File: config.mk
export PLATFORM = sky130hd
export DESIGN_NAME = job_fifo_flat
export DESIGN_NICKNAME = d
export VERILOG_FILES = /design/src/rtl/des_pkg.sv /design/src/rtl/des_job_if.sv /design/src/rtl/job_fifo.sv /design/src/flat_wrapper.sv
export VERILOG_INCLUDE_DIRS = /design/src /design/src/rtl
export SDC_FILE = /design/constraint.sdc
export NUM_CORES = 2
export LEC_CHECK = 0
export BUFFER_PORTS_ARGS = -buffer_cell sky130_fd_sc_hd__buf_2
export CAP_MARGIN = 10
export CORE_AREA = 2 2 704 706
export DETAILED_ROUTE_END_ITERATION = 7
export DIE_AREA = 0 0 706 708
export PLACE_DENSITY_LB_ADDON = 0.12
export SKIP_LAST_GASP = 1
export SLEW_MARGIN = 10
export SYNTH_ARGS = -nofsm -noshare
export SYNTH_HDL_FRONTEND = slang
export SYNTH_SLANG_ARGS = --single-unit
export TNS_END_PERCENT = 20
File: constraint.sdc
create_clock -name clk -period 33.6 [get_ports clk]
set_input_delay 5.04 -clock clk [delete_from_list [all_inputs] [get_ports clk]]
set_output_delay 5.04 -clock clk [all_outputs]
set_load 0.05 [all_outputs]
File: src/rtl/des_defines.svh
`ifndef DES_DEFINES_SVH
`define DES_DEFINES_SVH

// feistel rounds per block
`define DES_ROUNDS 16

// one round key after PC-2
`define DES_SUBKEY_W 48

// job slots between the pipeline and the checker
`define DES_FIFO_DEPTH 4

`endif

File: src/rtl/des_pkg.sv
`include "des_defines.svh"

package des_pkg;

    typedef logic [63:0] block_t;
    typedef logic [`DES_SUBKEY_W-1:0] subkey_t;
    // 768 bits with index 0 as the first round
    typedef subkey_t [`DES_ROUNDS-1:0] round_keys_t;

    typedef struct packed {
        block_t      message;
        round_keys_t round_keys;
        block_t      result;
    } des_job_t;

    // tables number bits from 1 at the msb
    localparam int unsigned IP_TAB [64] = '{
        58, 50, 42, 34, 26, 18, 10, 2,
        60, 52, 44, 36, 28, 20, 12, 4,
        62, 54, 46, 38, 30, 22, 14, 6,
        64, 56, 48, 40, 32, 24, 16, 8,
        57, 49, 41, 33, 25, 17, 9, 1,
        59, 51, 43, 35, 27, 19, 11, 3,
        61, 53, 45, 37, 29, 21, 13, 5,
        63, 55, 47, 39, 31, 23, 15, 7
    };

    localparam int unsigned FP_TAB [64] = '{
        40, 8, 48, 16, 56, 24, 64, 32,
        39, 7, 47, 15, 55, 23, 63, 31,
        38, 6, 46, 14, 54, 22, 62, 30,
        37, 5, 45, 13, 53, 21, 61, 29,
        36, 4, 44, 12, 52, 20, 60, 28,
        35, 3, 43, 11, 51, 19, 59, 27,
        34, 2, 42, 10, 50, 18, 58, 26,
        33, 1, 41, 9, 49, 17, 57, 25
    };

    localparam int unsigned E_TAB [48] = '{
        32, 1, 2, 3, 4, 5,
        4, 5, 6, 7, 8, 9,
        8, 9, 10, 11, 12, 13,
        12, 13, 14, 15, 16, 17,
        16, 17, 18, 19, 20, 21,
        20, 21, 22, 23, 24, 25,
        24, 25, 26, 27, 28, 29,
        28, 29, 30, 31, 32, 1
    };

    localparam int unsigned P_TAB [32] = '{
        16, 7, 20, 21, 29, 12, 28, 17,
        1, 15, 23, 26, 5, 18, 31, 10,
        2, 8, 24, 14, 32, 27, 3, 9,
        19, 13, 30, 6, 22, 11, 4, 25
    };

    // entry index is row * 16 + column
    localparam logic [3:0] SBOX [8][64] = '{
        '{14, 4, 13, 1, 2, 15, 11, 8, 3, 10, 6, 12, 5, 9, 0, 7,
          0, 15, 7, 4, 14, 2, 13, 1, 10, 6, 12, 11, 9, 5, 3, 8,
          4, 1, 14, 8, 13, 6, 2, 11, 15, 12, 9, 7, 3, 10, 5, 0,
          15, 12, 8, 2, 4, 9, 1, 7, 5, 11, 3, 14, 10, 0, 6, 13},
        '{15, 1, 8, 14, 6, 11, 3, 4, 9, 7, 2, 13, 12, 0, 5, 10,
          3, 13, 4, 7, 15, 2, 8, 14, 12, 0, 1, 10, 6, 9, 11, 5,
          0, 14, 7, 11, 10, 4, 13, 1, 5, 8, 12, 6, 9, 3, 2, 15,
          13, 8, 10, 1, 3, 15, 4, 2, 11, 6, 7, 12, 0, 5, 14, 9},
        '{10, 0, 9, 14, 6, 3, 15, 5, 1, 13, 12, 7, 11, 4, 2, 8,
          13, 7, 0, 9, 3, 4, 6, 10, 2, 8, 5, 14, 12, 11, 15, 1,
          13, 6, 4, 9, 8, 15, 3, 0, 11, 1, 2, 12, 5, 10, 14, 7,
          1, 10, 13, 0, 6, 9, 8, 7, 4, 15, 14, 3, 11, 5, 2, 12},
        '{7, 13, 14, 3, 0, 6, 9, 10, 1, 2, 8, 5, 11, 12, 4, 15,
          13, 8, 11, 5, 6, 15, 0, 3, 4, 7, 2, 12, 1, 10, 14, 9,
          10, 6, 9, 0, 12, 11, 7, 13, 15, 1, 3, 14, 5, 2, 8, 4,
          3, 15, 0, 6, 10, 1, 13, 8, 9, 4, 5, 11, 12, 7, 2, 14},
        '{2, 12, 4, 1, 7, 10, 11, 6, 8, 5, 3, 15, 13, 0, 14, 9,
          14, 11, 2, 12, 4, 7, 13, 1, 5, 0, 15, 10, 3, 9, 8, 6,
          4, 2, 1, 11, 10, 13, 7, 8, 15, 9, 12, 5, 6, 3, 0, 14,
          11, 8, 12, 7, 1, 14, 2, 13, 6, 15, 0, 9, 10, 4, 5, 3},
        '{12, 1, 10, 15, 9, 2, 6, 8, 0, 13, 3, 4, 14, 7, 5, 11,
          10, 15, 4, 2, 7, 12, 9, 5, 6, 1, 13, 14, 0, 11, 3, 8,
          9, 14, 15, 5, 2, 8, 12, 3, 7, 0, 4, 10, 1, 13, 11, 6,
          4, 3, 2, 12, 9, 5, 15, 10, 11, 14, 1, 7, 6, 0, 8, 13},
        '{4, 11, 2, 14, 15, 0, 8, 13, 3, 12, 9, 7, 5, 10, 6, 1,
          13, 0, 11, 7, 4, 9, 1, 10, 14, 3, 5, 12, 2, 15, 8, 6,
          1, 4, 11, 13, 12, 3, 7, 14, 10, 15, 6, 8, 0, 5, 9, 2,
          6, 11, 13, 8, 1, 4, 10, 7, 9, 5, 0, 15, 14, 2, 3, 12},
        '{13, 2, 8, 4, 6, 15, 11, 1, 10, 9, 3, 14, 5, 0, 12, 7,
          1, 15, 13, 8, 10, 3, 7, 4, 12, 5, 6, 11, 0, 14, 9, 2,
          7, 11, 4, 1, 9, 12, 14, 2, 0, 6, 10, 13, 15, 3, 5, 8,
          2, 1, 14, 7, 4, 10, 8, 13, 15, 12, 9, 0, 3, 5, 6, 11}
    };

    function automatic block_t init_perm(block_t blk);
        block_t perm;
        for (int i = 0; i < 64; i++) begin
            perm[63-i] = blk[64-IP_TAB[i]];
        end
        return perm;
    endfunction

    // takes the state after round 16, undoes the last swap, then IP^-1
    function automatic block_t final_perm(block_t state);
        block_t preout;
        block_t perm;
        preout = {state[31:0], state[63:32]};
        for (int i = 0; i < 64; i++) begin
            perm[63-i] = preout[64-FP_TAB[i]];
        end
        return perm;
    endfunction

    // one feistel round on {l, r}
    function automatic block_t des_round(block_t state, subkey_t key);
        logic [31:0] l;
        logic [31:0] r;
        logic [47:0] x;
        logic [31:0] s_out;
        logic [31:0] f_out;
        logic [5:0]  six;
        l = state[63:32];
        r = state[31:0];
        for (int i = 0; i < 48; i++) begin
            x[47-i] = r[32-E_TAB[i]];
        end
        x = x ^ key;
        for (int s = 0; s < 8; s++) begin
            six = x[47-6*s -: 6];
            // outer bits pick the row
            s_out[31-4*s -: 4] = SBOX[s][{six[5], six[0], six[4:1]}];
        end
        for (int i = 0; i < 32; i++) begin
            f_out[31-i] = s_out[32-P_TAB[i]];
        end
        return {r, l ^ f_out};
    endfunction

endpackage

File: src/rtl/des_job_if.sv
`timescale 1ns/1ps

interface des_job_if;

    logic                    push;
    des_pkg::block_t         message;
    des_pkg::round_keys_t    round_keys;
    des_pkg::block_t         result;

    modport producer (
        output push, message, round_keys, result
    );

    // fields qualified by push in the same cycle
    modport buffer (
        input push, message, round_keys, result
    );

endinterface

File: src/rtl/job_fifo.sv
`timescale 1ns/1ps
`include "des_defines.svh"

module job_fifo #(
    parameter type payload_t = des_pkg::des_job_t,
    parameter int  DEPTH     = `DES_FIFO_DEPTH
) (
    input  logic       clk,
    input  logic       rst_n,
    input  logic       admit,
    des_job_if.buffer  job,
    input  logic       pop,
    output logic       empty,
    output payload_t   head_job,
    output logic       busy
);

    localparam int PTR_W = $clog2(DEPTH);
    localparam int CNT_W = $clog2(DEPTH + 1);

    payload_t   mem [DEPTH];
    payload_t   wr_data;
    logic [PTR_W-1:0] wr_ptr;
    logic [PTR_W-1:0] rd_ptr;
    logic [CNT_W-1:0] count;
    logic [CNT_W-1:0] credits;
    logic             pop_ok;

    assign wr_data = payload_t'({job.message, job.round_keys, job.result});
    assign pop_ok  = pop && !empty;

    always_ff @(posedge clk) begin
        if (job.push) begin
            mem[wr_ptr] <= wr_data;
        end
    end

    always_ff @(posedge clk) begin
        if (!rst_n) begin
            wr_ptr  <= '0;
            rd_ptr  <= '0;
            count   <= '0;
            credits <= '0;
        end else begin
            // credits reserve a slot for every push
            if (job.push) begin
                wr_ptr <= (wr_ptr == PTR_W'(DEPTH - 1)) ? '0 : wr_ptr + 1'b1;
            end
            if (pop_ok) begin
                rd_ptr <= (rd_ptr == PTR_W'(DEPTH - 1)) ? '0 : rd_ptr + 1'b1;
            end
            case ({job.push, pop_ok})
                2'b10:   count <= count + 1'b1;
                2'b01:   count <= count - 1'b1;
                default: count <= count;
            endcase
            // stored plus in flight
            case ({admit, pop_ok})
                2'b10:   credits <= credits + 1'b1;
                2'b01:   credits <= credits - 1'b1;
                default: credits <= credits;
            endcase
        end
    end

    assign empty    = (count == '0);
    assign head_job = mem[rd_ptr];
    assign busy     = (credits == CNT_W'(DEPTH));

endmodule

File: src/flat_wrapper.sv
// flat-port wrapper written by rule: the top's interface ports become plain ports
module job_fifo_flat 
#(
    parameter type payload_t = des_pkg::des_job_t,
    parameter int  DEPTH     = `DES_FIFO_DEPTH
)
  (clk, rst_n, admit, pop, empty, head_job, busy, job_push, job_message, job_round_keys, job_result);
  des_job_if job_i ();
  input  logic clk;
  input  logic rst_n;
  input  logic admit;
  input  logic pop;
  output logic empty;
  output payload_t head_job;
  output logic busy;
  input wire logic [$bits(job_i.push)-1:0] job_push;
  input wire logic [$bits(job_i.message)-1:0] job_message;
  input wire logic [$bits(job_i.round_keys)-1:0] job_round_keys;
  input wire logic [$bits(job_i.result)-1:0] job_result;
  assign job_i.push = job_push;
  assign job_i.message = job_message;
  assign job_i.round_keys = job_round_keys;
  assign job_i.result = job_result;
  job_fifo #(.payload_t(payload_t), .DEPTH(DEPTH)) u_core (.clk(clk), .rst_n(rst_n), .admit(admit), .job(job_i), .pop(pop), .empty(empty), .head_job(head_job), .busy(busy));
endmodule
==> results.sh <==
export IMPL_grt_busiest_layer="met2"
export IMPL_end_kind="output port"
export IMPL_ir_drop_mv=0.0447
export IMPL_finish_utilization_pct=32.4
export IMPL_port_buffers=1798
export IMPL_cts_buffers=409
export IMPL_hold_viol_final=0
export IMPL_syn_inst=4750
export IMPL_grt_ovfl_total=0
export IMPL_slew_headroom_pct=21.1
export IMPL_die_area_um2=500000
export IMPL_max_freq_ghz=0.0764
export IMPL_yosysSeqAreaShare_pct=83.1
export IMPL_antenna_found_initial=434
export IMPL_leakage_nw=51.6
export IMPL_cp_data_required_time_ns=28.56
export IMPL_synth_warnings=0
export IMPL_r2r_end="u_core.mem[1][187]"
export IMPL_via_count=61066
export IMPL_synth_net_count=5660
export IMPL_period_share_pct=38.9
export IMPL_arrival_ns=8.04
export IMPL_worst_setup_path_type="flop to output port"
export IMPL_worst_pin_slew_ns=1.18
export IMPL_grt_use_met3_pct=6.50
export IMPL_totalWireLength_um=416000
export IMPL_drt_wirelength_per_cell_um=30.2
export IMPL_viasPerCell=4.43
export IMPL_core_area_um2=492000
export IMPL_final_layout_size_suffix_gt1_share_pct=46.2
export IMPL_hp_class="flop to flop"
export IMPL_globalRouteMet1Util_pct=17.3
export IMPL_ys_flop_type="edfxtp_1"
export IMPL_cts_max_level=5
export IMPL_cts_buffer_depth=4
export IMPL_synth_area_leaders="edfxtp_1 83%, mux4_2 16%, buf_6 0.43%, buf_2 0.39%, dfxtp_1 0.19%"
export IMPL_grt_use_met2_pct=28.5
export IMPL_skew_ns=0.0786
export IMPL_ctsResizeCount=0
export IMPL_grt_util_all_layers_pct=16.1
export IMPL_drv_slew=0
export IMPL_rr_worst_depth=9
export IMPL_die_h_um=708
export IMPL_netlist_area_leader_share_pct=83.0
export IMPL_synth_edff_count=3584
export IMPL_root_buffer="clkbuf_16"
export IMPL_antenna_left=0
export IMPL_cts_tree="yes"
export IMPL_grt_pass1_vias=64033
export IMPL_drv_cap=0
export IMPL_cts_hold_buf=0
export IMPL_dpl_hpwl_um=289000
export IMPL_final_cells=13771
export IMPL_cts_setup_buffers=0
export IMPL_place_inst=12950
export IMPL_startpoint_type="flop"
export IMPL_drtIter0Drc=4607
export IMPL_nNetsFinal=7771
export IMPL_synth_common_cells="3584 x edfxtp_1, 896 x mux4_2, 100 x buf_2"
export IMPL_r2r_start="u_core.wr_ptr[1]"
export IMPL_die_x_um=706
export IMPL_crit_end="head_job[171]"
export IMPL_rsz0062_at_grt="no"
export IMPL_min_period_ns=13.08
export IMPL_path_clk_slew_ns=0.06
export IMPL_place_gp_congestion=0.769
export IMPL_crit_fanout=45
export IMPL_async_flop_share_pct=0
export IMPL_timing_final_ws_setup_ns=20.52
export IMPL_grt_pass1_wl_um=556000
export IMPL_dr_pass1_iters=7
export IMPL_io_pins=1799
export IMPL_setup_tns_final_ns=0
export IMPL_place_ws_ns=20.81
export IMPL_status="complete, no violations"
export IMPL_ys_types=26
export IMPL_synth_seq_cells=3596
export IMPL_drc=0
export IMPL_yosysMostFrequentCell="edfxtp_1"
export IMPL_syn2layout_area_growth_pct=22.9
export IMPL_start_util_pct=26.4
export IMPL_row_count=258
export IMPL_clock_latency_ns=0.98
export IMPL_grt_max_degree=139
export IMPL_clkSinkCount=3596
export IMPL_synthesis_area_um2=130000
export IMPL_syn_area_per_cell_um2=27.3
export IMPL_yosysTopAreaCell="edfxtp_1"
export IMPL_ff2ff_setup_slack_ns=27.08
export IMPL_powerDensity_nw_per_um2=79.8
export IMPL_setup_viol=0
flip-flops by register name, summed over array words and instances, names as in the netlist, named ones only:
signal,flops
u_core.wr_ptr,2
u_core.mem,3584
u_core.count,3
u_core.rd_ptr,2
u_core.credits,3
metal layers:
layer / vias to the layer above / share of wire, % / wire length [um]
met1: 32099 / 35 / 146000
met5: - / 0.18 / 749
met4: 114 / 4.1 / 17200
met2: 2413 / 51 / 213000
met3: 1219 / 9.4 / 38900
li1: 25221 / - / -
cell families (layout without fill, tap and decap cells):
group / after synthesis / count (layout) / share of synthesized area [%]
flip-flops: 3596 / 3596 / 83.1
multiplexers: 897 / 897 / 15.6
buffers and inverters: 212 / 2659 / 1.03
AND/OR/NAND/NOR: 22 / 22 / 0.0907
AO/OA/AOI/OAI: 10 / 10 / 0.0463
adder cells (fa/ha/maj): 9 / 9 / 0.0984
XOR/XNOR: 4 / 4 / 0.0270
other: 0 / 74 / 0
critical path, stage by stage, from the launching register on:
cell and delay [ns]:
dfxtp_4 1.03, buf_4 0.64, buf_4 0.52, buf_4 0.79
buf_4 0.74, buf_4 0.85, buf_4 0.71, buf_4 0.79
mux4_2 0.59, buf_2 0.25
stage by stage:
stage	total power, mW	hold slack (ns)	cell area, um2
after floorplan	7.81	0.460	130000
after global placement	8.66	0.468	146000
after detailed placement	8.67	0.507	146000
after CTS	13.0	0.518	159000
after global routing	13.2	0.560	159000
final	12.7	0.512	159000
area by class of cell:
class | count | area, um2
fillers | 46934 | 333000
flip-flops and latches | 3596 | 108000
multi-input cells | 942 | 20500
clock buffers | 534 | 10800
repair buffers | 1901 | 9900
well taps | 6500 | 8130
clock inverters | 213 | 1950
diodes | 74 | 185
inverters | 11 | 41.3
worst min-delay path by stage:
stage          depth (start not counted)           endpoint               from  slack, ns
3_3_place_gp                           2  u_core.credits[2]  u_core.credits[2]       0.47
6_report                               2  u_core.credits[2]  u_core.credits[2]       0.51
4_1_cts                                2  u_core.credits[2]  u_core.credits[2]       0.52
3_5_place_dp                           2  u_core.credits[2]  u_core.credits[2]       0.51
2_1_floorplan                          2  u_core.credits[2]  u_core.credits[2]       0.46
5_1_grt                                2               flop   u_core.rd_ptr[0]       0.56
power by group:
part           internal, mW  total [mW]  switching [mW]  leakage (nW)
Clock                  2.43        4.23            1.80          6.14
Combinational         0.905        3.30            2.40          12.5
Sequential             5.13        5.19          0.0537          33.0
Total                  8.47        12.7            4.25          51.6
cells in the final DEF, fill, tap and decap left out, types with 3 or more instances in the layout:
| master | instances |
|---|---|
| clkinv_2 | 51 |
| buf_2 | 1798 |
| and2_4 | 4 |
| o21ai_0 | 6 |
| clkbuf_1 | 120 |
| ha_1 | 7 |
| clkbuf_16 | 412 |
| inv_6 | 5 |
| inv_1 | 11 |
| dfxtp_1 | 10 |
| diode_2 | 74 |
| edfxtp_1 | 3584 |
| inv_16 | 3 |
| nand2_1 | 4 |
| buf_12 | 10 |
| clkinv_8 | 6 |
| clkinvlp_4 | 10 |
| mux4_2 | 896 |
| and2_1 | 4 |
| buf_4 | 93 |
| bufinv_16 | 22 |
| clkinv_1 | 102 |
| clkinv_16 | 12 |
No activity file was read; power rests on OpenSTA's default activity.
