File: src/rtl/des_defines.svh
`ifndef DES_DEFINES_SVH
`define DES_DEFINES_SVH

// feistel rounds per block
`define DES_ROUNDS 16

// one round key after PC-2
`define DES_SUBKEY_W 48

// job slots between the pipeline and the checker
`define DES_FIFO_DEPTH 4

`endif

File: src/rtl/des_pkg.sv
`include "des_defines.svh"

package des_pkg;

    typedef logic [63:0] block_t;
    typedef logic [`DES_SUBKEY_W-1:0] subkey_t;
    // 768 bits with index 0 as the first round
    typedef subkey_t [`DES_ROUNDS-1:0] round_keys_t;

    typedef struct packed {
        block_t      message;
        round_keys_t round_keys;
        block_t      result;
    } des_job_t;

    // tables number bits from 1 at the msb
    localparam int unsigned IP_TAB [64] = '{
        58, 50, 42, 34, 26, 18, 10, 2,
        60, 52, 44, 36, 28, 20, 12, 4,
        62, 54, 46, 38, 30, 22, 14, 6,
        64, 56, 48, 40, 32, 24, 16, 8,
        57, 49, 41, 33, 25, 17, 9, 1,
        59, 51, 43, 35, 27, 19, 11, 3,
        61, 53, 45, 37, 29, 21, 13, 5,
        63, 55, 47, 39, 31, 23, 15, 7
    };

    localparam int unsigned FP_TAB [64] = '{
        40, 8, 48, 16, 56, 24, 64, 32,
        39, 7, 47, 15, 55, 23, 63, 31,
        38, 6, 46, 14, 54, 22, 62, 30,
        37, 5, 45, 13, 53, 21, 61, 29,
        36, 4, 44, 12, 52, 20, 60, 28,
        35, 3, 43, 11, 51, 19, 59, 27,
        34, 2, 42, 10, 50, 18, 58, 26,
        33, 1, 41, 9, 49, 17, 57, 25
    };

    localparam int unsigned E_TAB [48] = '{
        32, 1, 2, 3, 4, 5,
        4, 5, 6, 7, 8, 9,
        8, 9, 10, 11, 12, 13,
        12, 13, 14, 15, 16, 17,
        16, 17, 18, 19, 20, 21,
        20, 21, 22, 23, 24, 25,
        24, 25, 26, 27, 28, 29,
        28, 29, 30, 31, 32, 1
    };

    localparam int unsigned P_TAB [32] = '{
        16, 7, 20, 21, 29, 12, 28, 17,
        1, 15, 23, 26, 5, 18, 31, 10,
        2, 8, 24, 14, 32, 27, 3, 9,
        19, 13, 30, 6, 22, 11, 4, 25
    };

    // entry index is row * 16 + column
    localparam logic [3:0] SBOX [8][64] = '{
        '{14, 4, 13, 1, 2, 15, 11, 8, 3, 10, 6, 12, 5, 9, 0, 7,
          0, 15, 7, 4, 14, 2, 13, 1, 10, 6, 12, 11, 9, 5, 3, 8,
          4, 1, 14, 8, 13, 6, 2, 11, 15, 12, 9, 7, 3, 10, 5, 0,
          15, 12, 8, 2, 4, 9, 1, 7, 5, 11, 3, 14, 10, 0, 6, 13},
        '{15, 1, 8, 14, 6, 11, 3, 4, 9, 7, 2, 13, 12, 0, 5, 10,
          3, 13, 4, 7, 15, 2, 8, 14, 12, 0, 1, 10, 6, 9, 11, 5,
          0, 14, 7, 11, 10, 4, 13, 1, 5, 8, 12, 6, 9, 3, 2, 15,
          13, 8, 10, 1, 3, 15, 4, 2, 11, 6, 7, 12, 0, 5, 14, 9},
        '{10, 0, 9, 14, 6, 3, 15, 5, 1, 13, 12, 7, 11, 4, 2, 8,
          13, 7, 0, 9, 3, 4, 6, 10, 2, 8, 5, 14, 12, 11, 15, 1,
          13, 6, 4, 9, 8, 15, 3, 0, 11, 1, 2, 12, 5, 10, 14, 7,
          1, 10, 13, 0, 6, 9, 8, 7, 4, 15, 14, 3, 11, 5, 2, 12},
        '{7, 13, 14, 3, 0, 6, 9, 10, 1, 2, 8, 5, 11, 12, 4, 15,
          13, 8, 11, 5, 6, 15, 0, 3, 4, 7, 2, 12, 1, 10, 14, 9,
          10, 6, 9, 0, 12, 11, 7, 13, 15, 1, 3, 14, 5, 2, 8, 4,
          3, 15, 0, 6, 10, 1, 13, 8, 9, 4, 5, 11, 12, 7, 2, 14},
        '{2, 12, 4, 1, 7, 10, 11, 6, 8, 5, 3, 15, 13, 0, 14, 9,
          14, 11, 2, 12, 4, 7, 13, 1, 5, 0, 15, 10, 3, 9, 8, 6,
          4, 2, 1, 11, 10, 13, 7, 8, 15, 9, 12, 5, 6, 3, 0, 14,
          11, 8, 12, 7, 1, 14, 2, 13, 6, 15, 0, 9, 10, 4, 5, 3},
        '{12, 1, 10, 15, 9, 2, 6, 8, 0, 13, 3, 4, 14, 7, 5, 11,
          10, 15, 4, 2, 7, 12, 9, 5, 6, 1, 13, 14, 0, 11, 3, 8,
          9, 14, 15, 5, 2, 8, 12, 3, 7, 0, 4, 10, 1, 13, 11, 6,
          4, 3, 2, 12, 9, 5, 15, 10, 11, 14, 1, 7, 6, 0, 8, 13},
        '{4, 11, 2, 14, 15, 0, 8, 13, 3, 12, 9, 7, 5, 10, 6, 1,
          13, 0, 11, 7, 4, 9, 1, 10, 14, 3, 5, 12, 2, 15, 8, 6,
          1, 4, 11, 13, 12, 3, 7, 14, 10, 15, 6, 8, 0, 5, 9, 2,
          6, 11, 13, 8, 1, 4, 10, 7, 9, 5, 0, 15, 14, 2, 3, 12},
        '{13, 2, 8, 4, 6, 15, 11, 1, 10, 9, 3, 14, 5, 0, 12, 7,
          1, 15, 13, 8, 10, 3, 7, 4, 12, 5, 6, 11, 0, 14, 9, 2,
          7, 11, 4, 1, 9, 12, 14, 2, 0, 6, 10, 13, 15, 3, 5, 8,
          2, 1, 14, 7, 4, 10, 8, 13, 15, 12, 9, 0, 3, 5, 6, 11}
    };

    function automatic block_t init_perm(block_t blk);
        block_t perm;
        for (int i = 0; i < 64; i++) begin
            perm[63-i] = blk[64-IP_TAB[i]];
        end
        return perm;
    endfunction

    // takes the state after round 16, undoes the last swap, then IP^-1
    function automatic block_t final_perm(block_t state);
        block_t preout;
        block_t perm;
        preout = {state[31:0], state[63:32]};
        for (int i = 0; i < 64; i++) begin
            perm[63-i] = preout[64-FP_TAB[i]];
        end
        return perm;
    endfunction

    // one feistel round on {l, r}
    function automatic block_t des_round(block_t state, subkey_t key);
        logic [31:0] l;
        logic [31:0] r;
        logic [47:0] x;
        logic [31:0] s_out;
        logic [31:0] f_out;
        logic [5:0]  six;
        l = state[63:32];
        r = state[31:0];
        for (int i = 0; i < 48; i++) begin
            x[47-i] = r[32-E_TAB[i]];
        end
        x = x ^ key;
        for (int s = 0; s < 8; s++) begin
            six = x[47-6*s -: 6];
            // outer bits pick the row
            s_out[31-4*s -: 4] = SBOX[s][{six[5], six[0], six[4:1]}];
        end
        for (int i = 0; i < 32; i++) begin
            f_out[31-i] = s_out[32-P_TAB[i]];
        end
        return {r, l ^ f_out};
    endfunction

endpackage

File: src/rtl/des_crosscheck.sv
`timescale 1ns/1ps
`include "des_defines.svh"

module des_crosscheck (
    input  logic                clk,
    input  logic                rst_n,
    input  logic                empty,
    input  des_pkg::des_job_t   head_job,
    output logic                pop,
    output logic                done,
    output des_pkg::block_t     result,
    output logic                mismatch
);

    localparam int CNT_W = $clog2(`DES_ROUNDS + 1);

    typedef enum logic {
        IDLE,
        RUN
    } fsm_t;

    fsm_t                 fsm_q;
    logic [CNT_W-1:0]     round_q;
    des_pkg::block_t      state_q;
    des_pkg::round_keys_t keys_q;
    des_pkg::block_t      expect_q;
    des_pkg::block_t      cipher;
    logic                 done_q;
    logic                 mismatch_q;
    des_pkg::block_t      result_q;

    assign pop    = (fsm_q == IDLE) && !empty;
    assign cipher = des_pkg::final_perm(state_q);

    always_ff @(posedge clk) begin
        if (!rst_n) begin
            fsm_q      <= IDLE;
            round_q    <= '0;
            done_q     <= 1'b0;
            mismatch_q <= 1'b0;
        end else begin
            done_q     <= 1'b0;
            mismatch_q <= 1'b0;
            case (fsm_q)
                IDLE: begin
                    if (pop) begin
                        fsm_q   <= RUN;
                        round_q <= '0;
                    end
                end
                RUN: begin
                    if (round_q == CNT_W'(`DES_ROUNDS)) begin
                        // all rounds applied so report and go back
                        fsm_q      <= IDLE;
                        done_q     <= 1'b1;
                        mismatch_q <= (cipher != expect_q);
                    end else begin
                        round_q <= round_q + 1'b1;
                    end
                end
                default: fsm_q <= IDLE;
            endcase
        end
    end

    always_ff @(posedge clk) begin
        if (pop) begin
            state_q  <= des_pkg::init_perm(head_job.message);
            keys_q   <= head_job.round_keys;
            expect_q <= head_job.result;
        end else if (fsm_q == RUN && round_q != CNT_W'(`DES_ROUNDS)) begin
            state_q <= des_pkg::des_round(state_q, keys_q[round_q]);
        end
        if (fsm_q == RUN && round_q == CNT_W'(`DES_ROUNDS)) begin
            result_q <= cipher;
        end
    end

    assign done     = done_q;
    assign mismatch = mismatch_q;
    assign result   = result_q;

endmodule

File: config.mk
export PLATFORM = sky130hd
export DESIGN_NAME = des_crosscheck
export DESIGN_NICKNAME = d
export VERILOG_FILES = /design/src/rtl/des_pkg.sv /design/src/rtl/des_crosscheck.sv
export VERILOG_INCLUDE_DIRS = /design/src /design/src/rtl
export SDC_FILE = /design/constraint.sdc
export NUM_CORES = 1
export LEC_CHECK = 0
export BUFFER_PORTS_ARGS = -buffer_cell sky130_fd_sc_hd__buf_4
export CAP_MARGIN = 10
export CORE_ASPECT_RATIO = 0.6
export CORE_MARGIN = 5
export CORE_UTILIZATION = 34
export CTS_CLUSTER_SIZE = 12
export DETAILED_ROUTE_END_ITERATION = 10
export HOLD_SLACK_MARGIN = 0.06
export PLACE_DENSITY = 0.55
export SLEW_MARGIN = 40
export SYNTH_ARGS = -nofsm -noshare
export SYNTH_HDL_FRONTEND = slang
export SYNTH_SLANG_ARGS = --single-unit
export TNS_END_PERCENT = 100
File: constraint.sdc
create_clock -name clk -period 82.4 [get_ports clk]
set_clock_uncertainty 0.2 [all_clocks]
set_input_delay 4.12 -clock clk [delete_from_list [all_inputs] [get_ports clk]]
set_output_delay 4.12 -clock clk [all_outputs]
set_load 0.1 [all_outputs]
==> impl_metrics.yaml, run 1 <==
sta:
  relSlewSlack_pct: 37.3
  tightest_slew_ns: 0.932
  clock.fmax_mhz: 103
  setup_ws_ns: 72.74
  hold_slack_ns: 0.285
  tns_ns: 0
  fin_crit_sh_pct: 11.7
  finalCriticalPeriod_ns: 9.66
  slew_violations: 0
  rsz0062_at_grt: "false"
  finalHoldViolations: 0
  finalSetupViolations: 0
hold_path:
  hold_depth: 1
  hp-class: "flip-flop to flip-flop"
setup_path:
  cp-end-kind: "output pin"
  crit_path_max_incr_delay_ns: 0.37
  critPathLaunchType: "primary input"
  critPathTopFamily: "buffers and inverters"
  path_buf_inv: 3
  critPathArrivalTime_ns: 5.34
  worstPathCellList: "buf_4, or2_4, inv_8, buf_4"
  worstPathMaxFanout: 43
  cp_common_cell: "buf_4"
  slowest_stage: "buf_4"
  crit_required_ns: 78.08
  path_depth: 4
  ff2ff_path_depth: 14
  crit_type: "primary input to output pin"
pwr:
  p_leak_nw: 20.3
  total_power_mw: 1.56
  ir_drop_v: 0.0000161
  cellPowerDensity_nw_per_um2: 28.1
synth:
  ys_ff_latch: 968
  ys_warn_count: 0
  ys_seq_area_share_pct: 66.3
  synth-main-ff-cell: "edfxtp_1"
  syn_avg_cell_area_um2: 16.3
  syn-cell-area_um2: 43700
  synth-edff-count: 960
  synthCells: 2677
  async_flop_share_pct: 0
  synth_cell_type_count: 116
  syn_nets: 3623
global_routing:
  overflow: 0
  grt_max_degree: 98
  track_usage_pct: 22.1
  grt_pass1_vias: 28300
  grt_pass1_wl_um: 212000
  antenna_found_initial: 40
die:
  die_x_um: 473
  start_util_pct: 34.4
  die_area_um2: 136000
  core_area_um2: 127000
  row_count: 101
  die_h_um: 288
  ioPinCount: 966
clocking:
  cts_buffers: 100
  hold_buffers: 0
  cts.clk_slew.worst_paths_ns: 0.06
  h-tree-depth: 3
  post-cts-setup-buffer-count: 0
  clk_latency_ns: 0.71
  cts.sinks: 968
  cts_root_buffer: "clkbuf_16"
  cts_tree: "built"
  cts_buffer_depth: 3
  ctsResizeCount: 0
routing:
  drt_iter0_drc: 2875
  drc: 0
  drt-total-wl_um: 156000
  drtAntennaViolNets: 0
  drtPass1Iterations: 5
  drt-vias-per-instance: 5.25
  wl_per_cell_um: 28.9
  vias: 28400
outcome:
  status: "complete, no violations"
placed_design:
  hpwl_um: 119000
  placed_cell_area_um2: 52600
  gp_congestion: 0.912
  port_buffers: 965
  dp_slack_ns: 72.72
finish:
  fin_area_um2: 55500
  fill_cells: 11500
  syn_to_final_growth_pct: 27.1
  multi_input_area_um2: 13500
  regArea_um2: 29000
  layout-drive-gt1-share_pct: 38.7
  layout.nets: 4582
run:
  cap_violations: 0
## logic make-up after synthesis
logic type	count (synthesis)	share of synthesized area, %
AO/OA/AOI/OAI	405	6.94
XOR/XNOR	121	2.83
adder cells (fa/ha/maj)	47	1.35
buffers and inverters	206	2.94
flip-flops	968	66.3
multiplexers	314	12.5
AND/OR/NAND/NOR	616	7.09
## worst register-to-register path, stage by stage, from the launching register on
cell and delay, ns:
dfxtp_4 0.72, buf_4 0.71, buf_4 0.69, mux4_1 0.54, a22oi_1 0.35, a21oi_1 0.18
or2_2 0.46, ha_1 0.45, inv_1 0.21, a21oi_1 0.08, a311oi_1 0.26, a21oi_1 0.12
a221oi_2 0.49, xnor2_1 0.17, a21oi_1 0.08
## cell usage after synthesis (all sizes together) (7+ instances only)
master / number / area [µm²]
a211o: 15 / 131
nor3b: 9 / 77.6
a31oi: 16 / 100
nand3: 70 / 365
a221oi: 7 / 73.8
a21oi: 68 / 340
nor4: 21 / 156
dfxtp: 8 / 160
nor2: 101 / 397
edfxtp: 960 / 28800
mux4: 180 / 4100
xor2: 51 / 510
buf: 106 / 902
a311oi: 11 / 96.3
a22oi: 54 / 425
mux2i: 119 / 1220
o211ai: 23 / 173
a211oi: 19 / 148
nand3b: 10 / 75.1
o311ai: 13 / 121
nor2b: 11 / 68.8
o22ai: 10 / 62.6
nand2b: 17 / 106
or3: 20 / 125
clkbuf: 57 / 219
ha: 47 / 588
nand4: 15 / 93.8
a2111oi: 7 / 63.8
o21ai: 42 / 210
mux2: 15 / 169
or2: 11 / 68.8
a21o: 12 / 91.3
o31ai: 12 / 90.1
and3: 32 / 205
nor3: 52 / 277
inv: 41 / 156
nand2: 209 / 787
and2: 15 / 93.8
xnor2: 70 / 726
o2111ai: 19 / 173
## path summary, 6_finish.rpt
kind,start,end,slack (ns)
setup reg to reg,round_q[2],state_q[29],76.40
hold reg to reg,round_q[4],round_q[4],0.29
hold / removal,round_q[4],round_q[4],0.29
setup / recovery,empty,pop,72.74
## layout by cell type, fill, tap and decap left out, types with 30 or more instances in the layout
cell	Yosys	routed
buf_4	25	1002
xnor2_1	58	58
mux4_2	169	169
nor3_1	50	50
nor2_1	96	93
mux2i_1	116	114
a21oi_1	68	68
ha_1	47	47
xor2_1	44	43
and3_1	31	30
nand3_1	67	66
a22oi_1	50	49
nand2_1	208	208
edfxtp_1	960	960
o21ai_0	40	40
clkbuf_16	0	101
## where the power goes
group	internal (mW)	switching (mW)	leakage (nW)
Clock	0.225	0.195	1.40
Combinational	0.196	0.298	9.63
Sequential	0.597	0.0512	9.24
## flip-flops by register name, indices dropped and copies added (netlist names)
name / flops
fsm_q: 1
mismatch: 1
round_q: 5
done: 1
result: 64
keys_q: 768
state_q: 64
expect_q: 64
## layer usage
metal  part of all wire [%]  vias up  routed length [µm]  GRT usage (%)
met1                     43    14300               66900           30.6
met4                    2.3       28                3550           5.83
met3                    8.3      203               12900           6.39
li1                       -    12700                   -              -
met5                   0.24        -                 378          0.853
met2                     46     1179               72600           34.3
## per-stage QoR
| stage | utilization (%) | instances |
|---|---|---|
| floorplan | - | 2677 |
| global placement | 41.2 | 5224 |
| detailed placement | 41.4 | 5233 |
| CTS | 43.6 | 5388 |
| global route | 43.7 | 5402 |
| finish | 43.7 | 5406 |
## layout make-up
cell class	instances	share of cell area, %
antenna	18	0.0811
clock inverter	35	0.471
inverter	43	0.311
sequential	968	52.2
clock buffer	120	4.71
multi-input combinational	1503	24.3
timing repair buffer	1020	14.1
tap	1699	3.83
No activity file was read; power rests on OpenSTA's default activity.
==> inputs of run 2 (changes only) <==
PLACE_DENSITY = 0.57   (was 0.55)
clock period = 8.14 ns   (was 82.4 ns; I/O delays follow)
==> run 2 against run 1 <==
Against the previous run: register-to-register slack worse by 74 ns; design area is 16% higher; critical path type is now flip-flop to flip-flop; via count is 13% higher; critical path depth is 10 higher; cell count is 17% higher; routed wire length is 6.7% higher; die area stayed put; global-route usage is 1.6 points higher; setup slack worse by 70 ns; flip-flop and latch count stayed put; clock power grew to 10 times the previous value.
==> impl_metrics.yaml, run 2 (synthesis results as in run 1) <==
setup_path:
  critPathLaunchType: "flip-flop"
  crit_path_max_incr_delay_ns: 0.77
  worstPathCellList: "buf_12, buf_4, mux4_2, mux2i_1, mux2i_1, xnor2_2, inv_1, ha_1, inv_1, o211ai_1, a21oi_1, nor4b_1, a211o_1, nand2_1"
  crit_type: "flip-flop to flip-flop"
  critPathTopFamily: "buffers and inverters"
  path_buf_inv: 4
  critPathArrivalTime_ns: 5.66
  slowest_stage: "nor4b_1"
  cp-end-kind: "flip-flop"
  worstPathMaxFanout: 47
  crit_required_ns: 8.37
die:
  row_count: 101
  die_area_um2: 136000
  core_area_um2: 127000
  ioPinCount: 966
  die_h_um: 288
  die_x_um: 473
  start_util_pct: 34.4
finish:
  layout-drive-gt1-share_pct: 30.9
  largest_reg_flops: 768
  syn_to_final_growth_pct: 47.7
  layout.nets: 5481
  final_cell_mix: "buf_4 (1011), edfxtp_1 (960), dlygate4sd3_1 (896), nand2_1 (208), mux4_2 (169)"
  regMostFlops: "keys_q"
  final_common_cell: "buf_4"
pwr:
  ir_drop_v: 0.000199
  cellPowerDensity_nw_per_um2: 252
  p_leak_nw: 24.0
placed_design:
  hpwl_um: 121000
  gp_congestion: 0.879
  port_buffers: 965
global_routing:
  grt_max_degree: 105
  track_usage_pct: 23.7
  antenna_found_initial: 32
  grt_pass1_wl_um: 232000
  overflow: 0
  grt_pass1_vias: 33000
routing:
  drtAntennaViolNets: 0
  drt_iter0_drc: 3249
  drt-total-wl_um: 167000
  drt-vias-per-instance: 5.09
  vias: 32100
  drtPass1Iterations: 6
  drc: 0
  wl_per_cell_um: 26.4
sta:
  tightest_slew_ns: 0.864
  fin_crit_sh_pct: 66.7
  finalHoldViolations: 0
  clock.fmax_mhz: 184
  slew_violations: 0
  tns_ns: 0
  hold_slack_ns: 0.193
  relSlewSlack_pct: 40.7
  finalSetupViolations: 0
  finalCriticalPeriod_ns: 5.43
  rsz0062_at_grt: "false"
clocking:
  cts.clk_slew.worst_paths_ns: 0.07
  post-cts-setup-buffer-count: 0
  clk_latency_ns: 0.71
  ctsResizeCount: 0
  cts_buffers: 97
  cts.sinks: 968
  cts_tree: "built"
  h-tree-depth: 3
  cts_buffer_depth: 3
  hold_buffers: 896
  cts_root_buffer: "clkbuf_16"
run:
  cap_violations: 0
outcome:
  status: "complete, no violations"
hold_path:
  hp-class: "primary input to flip-flop"
-- run 2: where the power goes --
group / internal, mW / switching [mW] / total [mW]
clock network: 2.29 / 1.98 / 4.27
logic: 2.29 / 3.15 / 5.44
registers: 6.04 / 0.530 / 6.57
-- run 2: final cells by class --
type | instances | area, µm²
multi-input combinational | 1503 | 13500
fill | 10500 | 62600
tap | 1699 | 2130
antenna | 30 | 75.1
clock inverter | 26 | 313
timing repair buffer | 1922 | 16800
sequential | 968 | 29000
inverter | 43 | 173
clock buffer | 127 | 2540
-- run 2: through the flow --
step	util (%)	total power, mW	cell area (µm²)	std cells	worst slack [ns]
floorplan	-	9.84	43700	2677	0.224
global placement	41.3	11.6	52400	5228	2.57
detailed placement	41.4	11.6	52600	5238	2.83
CTS	50.7	16.2	64500	6287	2.78
global route	50.8	17.0	64600	6312	2.42
finish	50.8	16.3	64600	6318	2.71
-- run 2: path summary, 6_finish.rpt --
path / end / startpoint / depth (start not counted) / slack, ns
worst min register to register: result[36] / state_q[19] / 0 / 0.29
worst max-delay path: state_q[25] / round_q[1] / 14 / 2.71
worst max register to register: state_q[25] / round_q[1] / 14 / 2.71
worst min-delay path: state_q[17] / head_job[885] / 3 / 0.19
-- run 2: layer usage --
layer	share of wire, %	GRT usage (%)
met5	0.013	0
met4	3.0	7.13
met3	7.9	6.28
met2	47	37.6
met1	42	32.2
-- run 2: worst min-delay path, cell delays in order --
cell	delay, ns
buf_4	0.09
nor2_1	0.12
nor4b_1	0.30
==> inputs of run 3 (changes only) <==
PLACE_DENSITY = 0.55   (was 0.57)
clock period = 5.1 ns   (was 8.14 ns; I/O delays follow)
==> run 3 against run 2 <==
Against the previous run: the flow now stops in clock tree synthesis (4_1_cts); area after synthesis unchanged; synthesized cell count did not move.
==> impl_metrics.yaml, run 3 <==
outcome:
  status: "stopped before the end"
  lastStage: "clock tree synthesis (4_1_cts)"
  flow.first_error: "[ERROR RSZ-0060] Max buffer count reached."
synth:
  yosysTopAreaCell: "edfxtp_1"
  async_flop_share_pct: 0
  ys_ff_latch: 968
  synthCells: 2677
  syn_nets: 3623
  synth_common_cells: "edfxtp_1 (960), nand2_1 (208), mux4_2 (169)"
  synth.top_cells.by_area: "edfxtp_1 (66%), mux4_2 (8.7%), mux2i_1 (2.7%)"
  synth-main-ff-cell: "edfxtp_1"
  synth_top_cell_area_share_pct: 65.9
  yosysMostFrequentCell: "edfxtp_1"
  synth_cell_type_count: 116
  syn_avg_cell_area_um2: 16.3
  ys_warn_count: 0
  synth-edff-count: 960
  syn-cell-area_um2: 43700
  ys_seq_area_share_pct: 66.3
die:
  die_x_um: 473
  ioPinCount: 966
  start_util_pct: 34.4
  die_h_um: 288
  row_count: 101
placed_design:
  gp_congestion: 0.957
  hpwl_um: 126000
  port_buffers: 965
clocking:
  hold_buffers: 1091
  ctsResizeCount: 0
  cts_buffer_depth: 3
  h-tree-depth: 3
  cts.sinks: 968
  cts_root_buffer: "clkbuf_16"
  cts_buffers: 98
  post-cts-setup-buffer-count: 0
==> run 3: through the flow <==
stage               cell area (µm²)  utilization, %  std cells  setup WS [ns]
global placement              53100            41.8       5303          0.412
detailed placement            53200            41.8       5305          0.429
floorplan                     43700               -       2677          0.657
==> run 3: kinds of logic after synthesis <==
kind of cell	count (synthesis)	synth area share, %
xor+xnor	121	2.83
fa+ha+maj	47	1.35
mux	314	12.5
compound gates	405	6.94
flops	968	66.3
buf+inv	206	2.94
simple gates	616	7.09
==> inputs of run 4 (changes only) <==
CORE_ASPECT_RATIO = default   (was 0.6)
CORE_UTILIZATION = 20   (was 34)
CTS_CLUSTER_SIZE = default   (was 12)
HOLD_SLACK_MARGIN = default   (was 0.06)
PLACE_DENSITY = default   (was 0.55)
PLACE_DENSITY_LB_ADDON = 0.15   (was default)
==> run 4 against run 3 <==
Against the previous run: the flow again stops in clock tree synthesis (4_1_cts); area after synthesis unchanged; synthesized cell count is the same.
==> impl_metrics.yaml, run 4 <==
synth:
  syn_avg_cell_area_um2: 16.3
  synth.top_cells.by_area: "edfxtp_1 (66%), mux4_2 (8.7%), mux2i_1 (2.7%)"
  ys_seq_area_share_pct: 66.3
  synth_top_cell_area_share_pct: 65.9
  synth-edff-count: 960
  syn-cell-area_um2: 43700
  syn_nets: 3623
  synth_cell_type_count: 116
  synthCells: 2677
  ys_warn_count: 0
  yosysTopAreaCell: "edfxtp_1"
  synth-main-ff-cell: "edfxtp_1"
  synth_common_cells: "edfxtp_1 (960), nand2_1 (208), mux4_2 (169)"
  ys_ff_latch: 968
  yosysMostFrequentCell: "edfxtp_1"
  async_flop_share_pct: 0
clocking:
  cts_buffers: 118
  hold_buffers: 1342
  cts.sinks: 968
  post-cts-setup-buffer-count: 0
  cts_root_buffer: "clkbuf_16"
  ctsResizeCount: 0
  cts_buffer_depth: 3
  h-tree-depth: 3
die:
  ioPinCount: 966
  row_count: 171
  start_util_pct: 20.1
  die_x_um: 478
  die_h_um: 478
placed_design:
  port_buffers: 965
  hpwl_um: 154000
  gp_congestion: 0.812
outcome:
  status: "stopped before the end"
  lastStage: "clock tree synthesis (4_1_cts)"
  flow.first_error: "[ERROR RSZ-0060] Max buffer count reached."
==> run 4: cell counts after synthesis <==
Identical to the previous run, type by type.
==> run 4: cell families after synthesis <==
family / Yosys count / synth area share, %
flops: 968 / 66.3
simple gates: 616 / 7.09
compound gates: 405 / 6.94
mux: 314 / 12.5
buf+inv: 206 / 2.94
xor+xnor: 121 / 2.83
fa+ha+maj: 47 / 1.35
==> run 4: stage by stage <==
stage          setup slack, ns  cells  hold WS, ns  util (%)  instance area [µm²]
3_5_place_dp             0.375   6482        0.234      25.3                54900
3_3_place_gp             0.354   6473        0.234      25.2                54700
2_1_floorplan            0.657   2677        0.154         -                43700
